==> src/hw/audio_cfg.svh <==
// Audio path configuration
`ifndef AUDIO_CFG_SVH
`define AUDIO_CFG_SVH

// Sample widths
`define AUDIO_SAMPLE_W 16
`define AUDIO_SUM_W 17

// Speaker bit lands at 2048, times 1, 2, 4 or 8 by volume
`define AUDIO_SPK_SHIFT 11

//////////////////////////////////////////////////
// Compressor curves
//////////////////////////////////////////////////

// Light curve, slope 1/4 above the knee, gain 2 below it
`define COMP_LIGHT_F 4
`define COMP_LIGHT_A 2
`define COMP_LIGHT_X 10923
`define COMP_LIGHT_B (`COMP_LIGHT_X * `COMP_LIGHT_A)

// Heavy curve, slope 1/8 above the knee, gain 4 below it
`define COMP_HEAVY_F 8
`define COMP_HEAVY_A 4
`define COMP_HEAVY_X 7399
`define COMP_HEAVY_B (`COMP_HEAVY_X * `COMP_HEAVY_A)

`endif

==> src/hw/audio_pkg.sv <==
// Audio path types
`default_nettype none

`include "audio_cfg.svh"

package audio_pkg;

	// Signed PCM sample as it leaves the mixer
	typedef logic signed [`AUDIO_SAMPLE_W-1:0] sample_t;

	// One guard bit for the three-way sum
	typedef logic signed [`AUDIO_SUM_W-1:0] sum_t;

	// PC speaker volume, 0 is quietest
	typedef logic [1:0] spk_vol_t;

	// Compressor curve select
	typedef enum logic [1:0] {
		COMP_OFF       = 2'd0,
		COMP_LIGHT     = 2'd1,
		COMP_HEAVY     = 2'd2,
		COMP_HEAVY_ALT = 2'd3
	} comp_mode_t;

endpackage

`default_nettype wire

==> src/hw/mix_stage_if.sv <==
// Mixer to compressor stage
`timescale 1ns/10ps
`default_nettype none

interface mix_stage_if;

	// One-cycle strobe, no back-pressure
	logic strobe;

	// Clamped stereo pair, valid with strobe
	audio_pkg::sample_t left;
	audio_pkg::sample_t right;

	// Curve for this sample
	audio_pkg::comp_mode_t mode;

	modport source (
		output strobe,
		output left,
		output right,
		output mode
	);

	modport sink (
		input strobe,
		input left,
		input right,
		input mode
	);

endinterface

`default_nettype wire

==> src/hw/audio_mixer.sv <==
// Three-source audio mixer
`timescale 1ns/10ps
`default_nettype none

`include "audio_cfg.svh"

module audio_mixer (
	input  logic                  clk_sys,
	input  logic                  reset,
	input  logic                  mix_strobe,
	input  audio_pkg::sample_t    sb_left,
	input  audio_pkg::sample_t    sb_right,
	input  logic                  speaker,
	input  audio_pkg::spk_vol_t   speaker_volume,
	input  audio_pkg::sample_t    synth_left,
	input  audio_pkg::sample_t    synth_right,
	input  logic                  synth_mute,
	input  audio_pkg::comp_mode_t comp_mode,
	mix_stage_if.source           stage
);

	audio_pkg::sum_t       spk_term;
	audio_pkg::sum_t       synth_l;
	audio_pkg::sum_t       synth_r;
	audio_pkg::sum_t       sum_l;
	audio_pkg::sum_t       sum_r;
	logic                  sum_vld;
	audio_pkg::comp_mode_t sum_mode;

	// Clip the 17-bit sum to the 16-bit range
	function automatic audio_pkg::sample_t saturate(input audio_pkg::sum_t s);
		if (s[`AUDIO_SUM_W-1] != s[`AUDIO_SUM_W-2]) begin
			return {s[`AUDIO_SUM_W-1], {(`AUDIO_SAMPLE_W-1){~s[`AUDIO_SUM_W-1]}}};
		end
		return s[`AUDIO_SAMPLE_W-1:0];
	endfunction

	////////////////////////////////////////////////
	// Source terms
	////////////////////////////////////////////////

	// Speaker is a single bit, volume doubles its step
	always_comb begin
		spk_term = '0;
		if (speaker) begin
			spk_term = (audio_pkg::sum_t'(1) << speaker_volume) << `AUDIO_SPK_SHIFT;
		end
	end

	assign synth_l = synth_mute ? '0 : audio_pkg::sum_t'(synth_left);
	assign synth_r = synth_mute ? '0 : audio_pkg::sum_t'(synth_right);

	////////////////////////////////////////////////
	// Sum stage
	////////////////////////////////////////////////

	always_ff @(posedge clk_sys) begin
		if (reset) begin
			sum_vld <= 1'b0;
		end else begin
			sum_vld <= mix_strobe;
		end
	end

	always_ff @(posedge clk_sys) begin
		if (mix_strobe) begin
			sum_l    <= audio_pkg::sum_t'(sb_left) + spk_term + synth_l;
			sum_r    <= audio_pkg::sum_t'(sb_right) + spk_term + synth_r;
			sum_mode <= comp_mode;
		end
	end

	////////////////////////////////////////////////
	// Clamp stage
	////////////////////////////////////////////////

	always_ff @(posedge clk_sys) begin
		if (reset) begin
			stage.strobe <= 1'b0;
		end else begin
			stage.strobe <= sum_vld;
		end
	end

	always_ff @(posedge clk_sys) begin
		if (sum_vld) begin
			stage.left  <= saturate(sum_l);
			stage.right <= saturate(sum_r);
			stage.mode  <= sum_mode;
		end
	end

	// Two register stages between request and clamped sample
	a_stage_latency : assert property (@(posedge clk_sys) disable iff (reset)
		mix_strobe |-> ##2 stage.strobe);

endmodule

`default_nettype wire

==> src/hw/audio_out_top.sv <==
// Audio output path top
`timescale 1ns/10ps
`default_nettype none

`include "audio_cfg.svh"

module audio_out_top (
	input  logic                             clk_sys,
	input  logic                             reset,
	// Sound card pair, changes on its own timing
	input  logic signed [`AUDIO_SAMPLE_W-1:0] sb_left,
	input  logic signed [`AUDIO_SAMPLE_W-1:0] sb_right,
	input  logic                             speaker,
	input  logic [1:0]                       speaker_volume,
	input  logic signed [`AUDIO_SAMPLE_W-1:0] synth_left,
	input  logic signed [`AUDIO_SAMPLE_W-1:0] synth_right,
	input  logic                             synth_mute,
	input  logic [1:0]                       comp_mode,
	input  logic                             mix_strobe,
	output logic signed [`AUDIO_SAMPLE_W-1:0] audio_left,
	output logic signed [`AUDIO_SAMPLE_W-1:0] audio_right,
	output logic                             audio_strobe
);

	logic signed [`AUDIO_SAMPLE_W-1:0] sb_held_left;
	logic signed [`AUDIO_SAMPLE_W-1:0] sb_held_right;

	mix_stage_if i_stage ();

	sample_sync i_sample_sync (
		.clk_sys    (clk_sys),
		.reset      (reset),
		.in_left    (sb_left),
		.in_right   (sb_right),
		.held_left  (sb_held_left),
		.held_right (sb_held_right)
	);

	audio_mixer i_audio_mixer (
		.clk_sys        (clk_sys),
		.reset          (reset),
		.mix_strobe     (mix_strobe),
		.sb_left        (sb_held_left),
		.sb_right       (sb_held_right),
		.speaker        (speaker),
		.speaker_volume (speaker_volume),
		.synth_left     (synth_left),
		.synth_right    (synth_right),
		.synth_mute     (synth_mute),
		.comp_mode      (audio_pkg::comp_mode_t'(comp_mode)),
		.stage          (i_stage)
	);

	dynamic_compressor i_dynamic_compressor (
		.clk_sys      (clk_sys),
		.reset        (reset),
		.stage        (i_stage),
		.audio_left   (audio_left),
		.audio_right  (audio_right),
		.audio_strobe (audio_strobe)
	);

endmodule

`default_nettype wire

==> src/hw/dynamic_compressor.sv <==
// Dynamic range compressor
`timescale 1ns/10ps
`default_nettype none

`include "audio_cfg.svh"

module dynamic_compressor (
	input  logic               clk_sys,
	input  logic               reset,
	mix_stage_if.sink          stage,
	output audio_pkg::sample_t audio_left,
	output audio_pkg::sample_t audio_right,
	output logic               audio_strobe
);

	// Piecewise-linear curve on the magnitude, sign restored afterwards
	function automatic audio_pkg::sample_t compress(
		input audio_pkg::sample_t    s,
		input audio_pkg::comp_mode_t m
	);
		logic [`AUDIO_SAMPLE_W-1:0] mag;
		logic [`AUDIO_SAMPLE_W-1:0] light;
		logic [`AUDIO_SAMPLE_W-1:0] heavy;
		logic [`AUDIO_SAMPLE_W-1:0] curved;

		// Full-scale negative gives 32768, still fits unsigned
		mag = s[`AUDIO_SAMPLE_W-1] ? 16'(-s) : 16'(s);

		if (mag < 16'(`COMP_LIGHT_X)) begin
			light = 16'(mag * 16'(`COMP_LIGHT_A));
		end else begin
			light = 16'((mag - 16'(`COMP_LIGHT_X)) / 16'(`COMP_LIGHT_F)) +
				16'(`COMP_LIGHT_B);
		end

		if (mag < 16'(`COMP_HEAVY_X)) begin
			heavy = 16'(mag * 16'(`COMP_HEAVY_A));
		end else begin
			heavy = 16'((mag - 16'(`COMP_HEAVY_X)) / 16'(`COMP_HEAVY_F)) +
				16'(`COMP_HEAVY_B);
		end

		case (m)
			audio_pkg::COMP_OFF:   return s;
			audio_pkg::COMP_LIGHT: curved = light;
			default:               curved = heavy;
		endcase

		return s[`AUDIO_SAMPLE_W-1] ? audio_pkg::sample_t'(-curved) : audio_pkg::sample_t'(curved);
	endfunction

	//////////////////////////////////////////////////
	// Output register
	//////////////////////////////////////////////////

	always_ff @(posedge clk_sys) begin
		if (reset) begin
			audio_strobe <= 1'b0;
			audio_left   <= '0;
			audio_right  <= '0;
		end else begin
			audio_strobe <= stage.strobe;
			// Hold the last pair between strobes
			if (stage.strobe) begin
				audio_left  <= compress(stage.left, stage.mode);
				audio_right <= compress(stage.right, stage.mode);
			end
		end
	end

	// Back-to-back outputs only from back-to-back stage samples
	a_no_extra_strobe : assert property (@(posedge clk_sys) disable iff (reset)
		(audio_strobe && $past(audio_strobe)) |->
			($past(stage.strobe) && $past(stage.strobe, 2)));

endmodule

`default_nettype wire

==> src/hw/sample_sync.sv <==
// Sound card sample filter
`timescale 1ns/10ps
`default_nettype none

module sample_sync (
	input  logic               clk_sys,
	input  logic               reset,
	input  audio_pkg::sample_t in_left,
	input  audio_pkg::sample_t in_right,
	output audio_pkg::sample_t held_left,
	output audio_pkg::sample_t held_right
);

	// Index 0 is left, 1 is right
	audio_pkg::sample_t in_ch   [2];
	audio_pkg::sample_t stage_a [2];
	audio_pkg::sample_t stage_b [2];
	audio_pkg::sample_t held    [2];

	assign in_ch[0]   = in_left;
	assign in_ch[1]   = in_right;
	assign held_left  = held[0];
	assign held_right = held[1];

	// Take a word only once two samples in a row agree
	always_ff @(posedge clk_sys) begin
		if (reset) begin
			for (int i = 0; i < 2; i++) begin
				stage_a[i] <= '0;
				stage_b[i] <= '0;
				held[i]    <= '0;
			end
		end else begin
			for (int i = 0; i < 2; i++) begin
				stage_a[i] <= in_ch[i];
				stage_b[i] <= stage_a[i];
				if (stage_a[i] == stage_b[i]) begin
					held[i] <= stage_b[i];
				end
			end
		end
	end

	genvar ch;
	for (ch = 0; ch < 2; ch++) begin : g_chk
		// A new held word sat on the input for two cycles in a row
		a_held_tracks : assert property (@(posedge clk_sys) disable iff (reset)
			(held[ch] != $past(held[ch])) |->
				((held[ch] == $past(in_ch[ch], 3)) &&
				($past(in_ch[ch], 2) == $past(in_ch[ch], 3))));
	end

endmodule

`default_nettype wire
==> config.mk <==
export PLATFORM = sky130hd
export DESIGN_NAME = audio_out_top
export DESIGN_NICKNAME = d
export VERILOG_FILES = /design/src/hw/audio_pkg.sv /design/src/hw/mix_stage_if.sv /design/src/hw/audio_mixer.sv /design/src/hw/audio_out_top.sv /design/src/hw/dynamic_compressor.sv /design/src/hw/sample_sync.sv
export VERILOG_INCLUDE_DIRS = /design/src /design/src/hw
export SDC_FILE = /design/constraint.sdc
export NUM_CORES = 1
export LEC_CHECK = 0
export ABC_AREA = 1
export BUFFER_PORTS_ARGS = -buffer_cell sky130_fd_sc_hd__buf_4
export CAP_MARGIN = 0
export CORE_UTILIZATION = 36
export DETAILED_ROUTE_END_ITERATION = 8
export SETUP_SLACK_MARGIN = 0.15
export SLEW_MARGIN = 20
export SYNTH_ARGS = -nofsm -noshare
export SYNTH_HDL_FRONTEND = slang
export SYNTH_HIERARCHICAL = 1
export SYNTH_SLANG_ARGS = --single-unit
export TNS_END_PERCENT = 50
==> constraint.sdc <==
create_clock -name clk_sys -period 3.55 [get_ports clk_sys]
set_input_delay 0 -clock clk_sys [delete_from_list [all_inputs] [get_ports clk_sys]]
set_output_delay 0 -clock clk_sys [all_outputs]
set_load 0.1 [all_outputs]
==> results.toml <==
[synthesis]
netlist_instances = 2381
synth_top_area_frac = 0.1943
post_synth_num_cell_types = 48
syn_area_per_cell_um2 = 6.621
synth-main-ff-cell = "edfxtp_1"
synth.cells.most_frequent = "789 x nand2_1, 325 x inv_1, 232 x nor2_1, 218 x nand3_1, 102 x edfxtp_1"
synth_seq_cells = 201
number_of_warning_messages_in_the_yosys_log = 6
synth_top_cells_by_area = "edfxtp_1 19%, nand2_1 19%, dfxtp_1 13%"
yosysMostFrequentCell = "nand2_1"
synth_area_mm2 = 0.01576
synth.largest_area_cell = "edfxtp_1"
synth_sequential_area_ratio = 0.3200
synth_enable_flop_cells = 102
mappedNetlistNets = 2530
asyncSetResetFlopFracSynth = 0

[placed_design]
place.detailed.instances = 3088
gp_congestion = 0.9537
hpwlAfterDp_um = 32490
port-buffer-count = 105
pre_cts_ws_ps = -122.6

[sta]
post-route-period-util = 0.9504
maximum_clock_frequency_mhz = 296.4
hold_viol_final = 0
hold_slack_ps = 66.63
fin_skew_ps = 16.72
timing.final.crit_period_ps = 3374
final_max_slew_viol_count = 0
layout_setup_ws_ps = 176.2
rsz0062_at_grt = "yes"
tightestPinTransition_ps = 925.8
worst_slew_slack_as_a_fraction_of_its_limit = 0.3819
timing.final.setup_violations = 0
fin_tns_setup_ps = 0

[critical_path]
critical_path_class = "register to register"
worst-endpoint-required_ps = 3930
crit_path_dat_ps = 3750
critical_path.max_fanout = 4
critical_path.max_stage_delay_ps = 500
ff2ff_path_depth = 28
start_kind = "register"
capturing_element_type_of_the_critical_path = "register"
critPathSlowestCell = "edfxtp_1"

[route]
num_vias = 15571
drt-initial-drc-count = 832
avgViaCountPerCell = 4.772
drc = 0
totalWireLength_um = 43730
detailedRoute.firstPassIterationCount = 5
final_antenna_net_count = 0
routedWlPerCell_um = 13.40

[clock_network]
cts.clk_slew.worst_paths_ps = 60
cts-root-to-sink-buffers = 3
cts_tree = "built"
number_of_buffers_created_by_cts = 24
h-tree-depth = 1
clock_latency_ps = 540
cts-root-buf = "clkbuf_16"
numClockSinks = 201

[floorplan]
start_util = 0.3651
die_ar_mm2 = 0.04463
core_region_area_mm2 = 0.04317
die_width_um = 211.3
die-height_um = 211.3
std_cell_rows = 76
ioPinCount = 106

[global_route]
first_pass_grt_wire_length_um = 70460
pin_count_of_the_biggest_net_entering_global_routing = 64
first_global_vias = 14776
grt.overflow.total = 0
track_usage = 0.1924
grt_antenna_before_repair = 1

[cells_and_area]
syn_to_final_growth_pct = 29.10
nNetsFinal = 2807
stdcell_count = 3263
nFillCells = 4346
final_layout_size_suffix_gt1_frac = 0.2702

[min_path]
worst_hold_path_cells = 5
worstHoldPathType = "input port to register"

[run_status]
run_status = "completed"

[power_and_ir_drop]
static-leakage-power_nw = 10.25
pwr_density_cell_mw_per_mm2 = 419.9
report.power.total_mw = 8.544
power.ir.vdd_worst_mv = 0.3423

[job]
maxCapViolations = 0
cell families (layout without fill, tap and decap cells):
family / after synthesis / in the layout / synth area share
buffers and inverters: 442 / 736 / 0.1146
AND/OR/NAND/NOR: 1427 / 1428 / 0.4032
AO/OA/AOI/OAI: 197 / 197 / 0.07786
adder cells (fa/ha/maj): 76 / 76 / 0.06318
XOR/XNOR: 38 / 38 / 0.02111
flip-flops: 201 / 201 / 0.3200
other: 0 / 2 / 0
critical path, delay by kind of cell (launching register included):
| family | cells | cell delay [ps] |
|---|---|---|
| simple gates | 17 | 1500 |
| buf+inv | 7 | 640 |
| flops | 1 | 500 |
| compound gates | 2 | 250 |
| fa+ha+maj | 1 | 170 |
| xor+xnor | 1 | 130 |
per-stage QoR:
stage / cell area, um^2 / utilization
floorplan: 15760 / -
global placement: 17500 / 0.4054
detailed placement: 17500 / 0.4054
CTS: 19050 / 0.4413
global route: 20350 / 0.4713
finish: 20350 / 0.4714
area by class of cell:
cell class / count / area [um^2] / area share
inverter: 380 / 1444 / 0.07095
tap: 585 / 732.0 / 0.03597
timing repair buffer: 312 / 2524 / 0.1240
multi-input combinational: 1739 / 9788 / 0.4810
sequential: 201 / 5045 / 0.2479
antenna: 2 / 5.005 / 0.0002459
clock inverter: 10 / 88.84 / 0.004365
clock buffer: 34 / 724.4 / 0.03560
power breakdown:
group	internal, mW	switching (mW)
sequential	2.62	0.0904
clock	1.50	1.02
combinational	1.22	2.09
total	5.34	3.20
flip-flops by register name, indices dropped and copies added (netlist names):
name,count
i_sample_sync/stage_a,32
i_audio_mixer/sum_l,17
i_audio_mixer/sum_r,17
i_sample_sync/held,32
i_audio_mixer/sum_mode,2
i_dynamic_compressor/audio_strobe,1
i_dynamic_compressor/audio_right,16
i_dynamic_compressor/audio_left,16
i_sample_sync/stage_b,32
i_audio_mixer/sum_vld,1
i_audio_mixer/stage.mode,2
i_audio_mixer/stage.right,16
i_audio_mixer/stage.left,16
i_audio_mixer/stage.strobe,1
final timing paths:
kind / startpoint / to / slack, ps
worst min-delay path: synth_right[15] / i_audio_mixer/sum_r[16]$_DFFE_PP_ / 70
worst min register to register: i_audio_mixer/sum_mode[0]$_DFFE_PP_ / i_audio_mixer/stage.mode[0]$_DFFE_PP_ / 420
worst max-delay path: i_audio_mixer/stage.right[2]$_DFFE_PP_ / i_dynamic_compressor/audio_right[10]$_SDFFE_PP0P_ / 180
worst max register to register: i_audio_mixer/stage.right[2]$_DFFE_PP_ / i_dynamic_compressor/audio_right[10]$_SDFFE_PP0P_ / 180
layer usage:
metal	part of all wire	track usage
met5	0	0
met4	0.021	0.04923
met3	0.059	0.02528
met2	0.48	0.3335
met1	0.44	0.2506
timing repair:
action / 4_1_cts / 5_1_grt
setup buffers: 14 / 61
hold endpoints to repair: 94 / 0
pin swaps: 17 / 99
gates resized for setup: 28 / 236
endpoints found under the setup margin: 17 / 25
cloned: 0 / 1
hold buffers: 53 / 0
placed cells by master, fill, tap and decap left out, types with 38 or more instances in the layout:
cell type      count
nand3_1          178
dfxtp_1           99
a21oi_1           75
nor2_1           200
buf_4            248
nand2_1          705
dlygate4sd3_1     53
inv_2             57
inv_1            313
nand3_2           46
nand2_2          127
nand2_4           39
edfxtp_1         102
nor2_2            38
ha_1              65
Note: power is estimated with default switching activity, not from simulation.
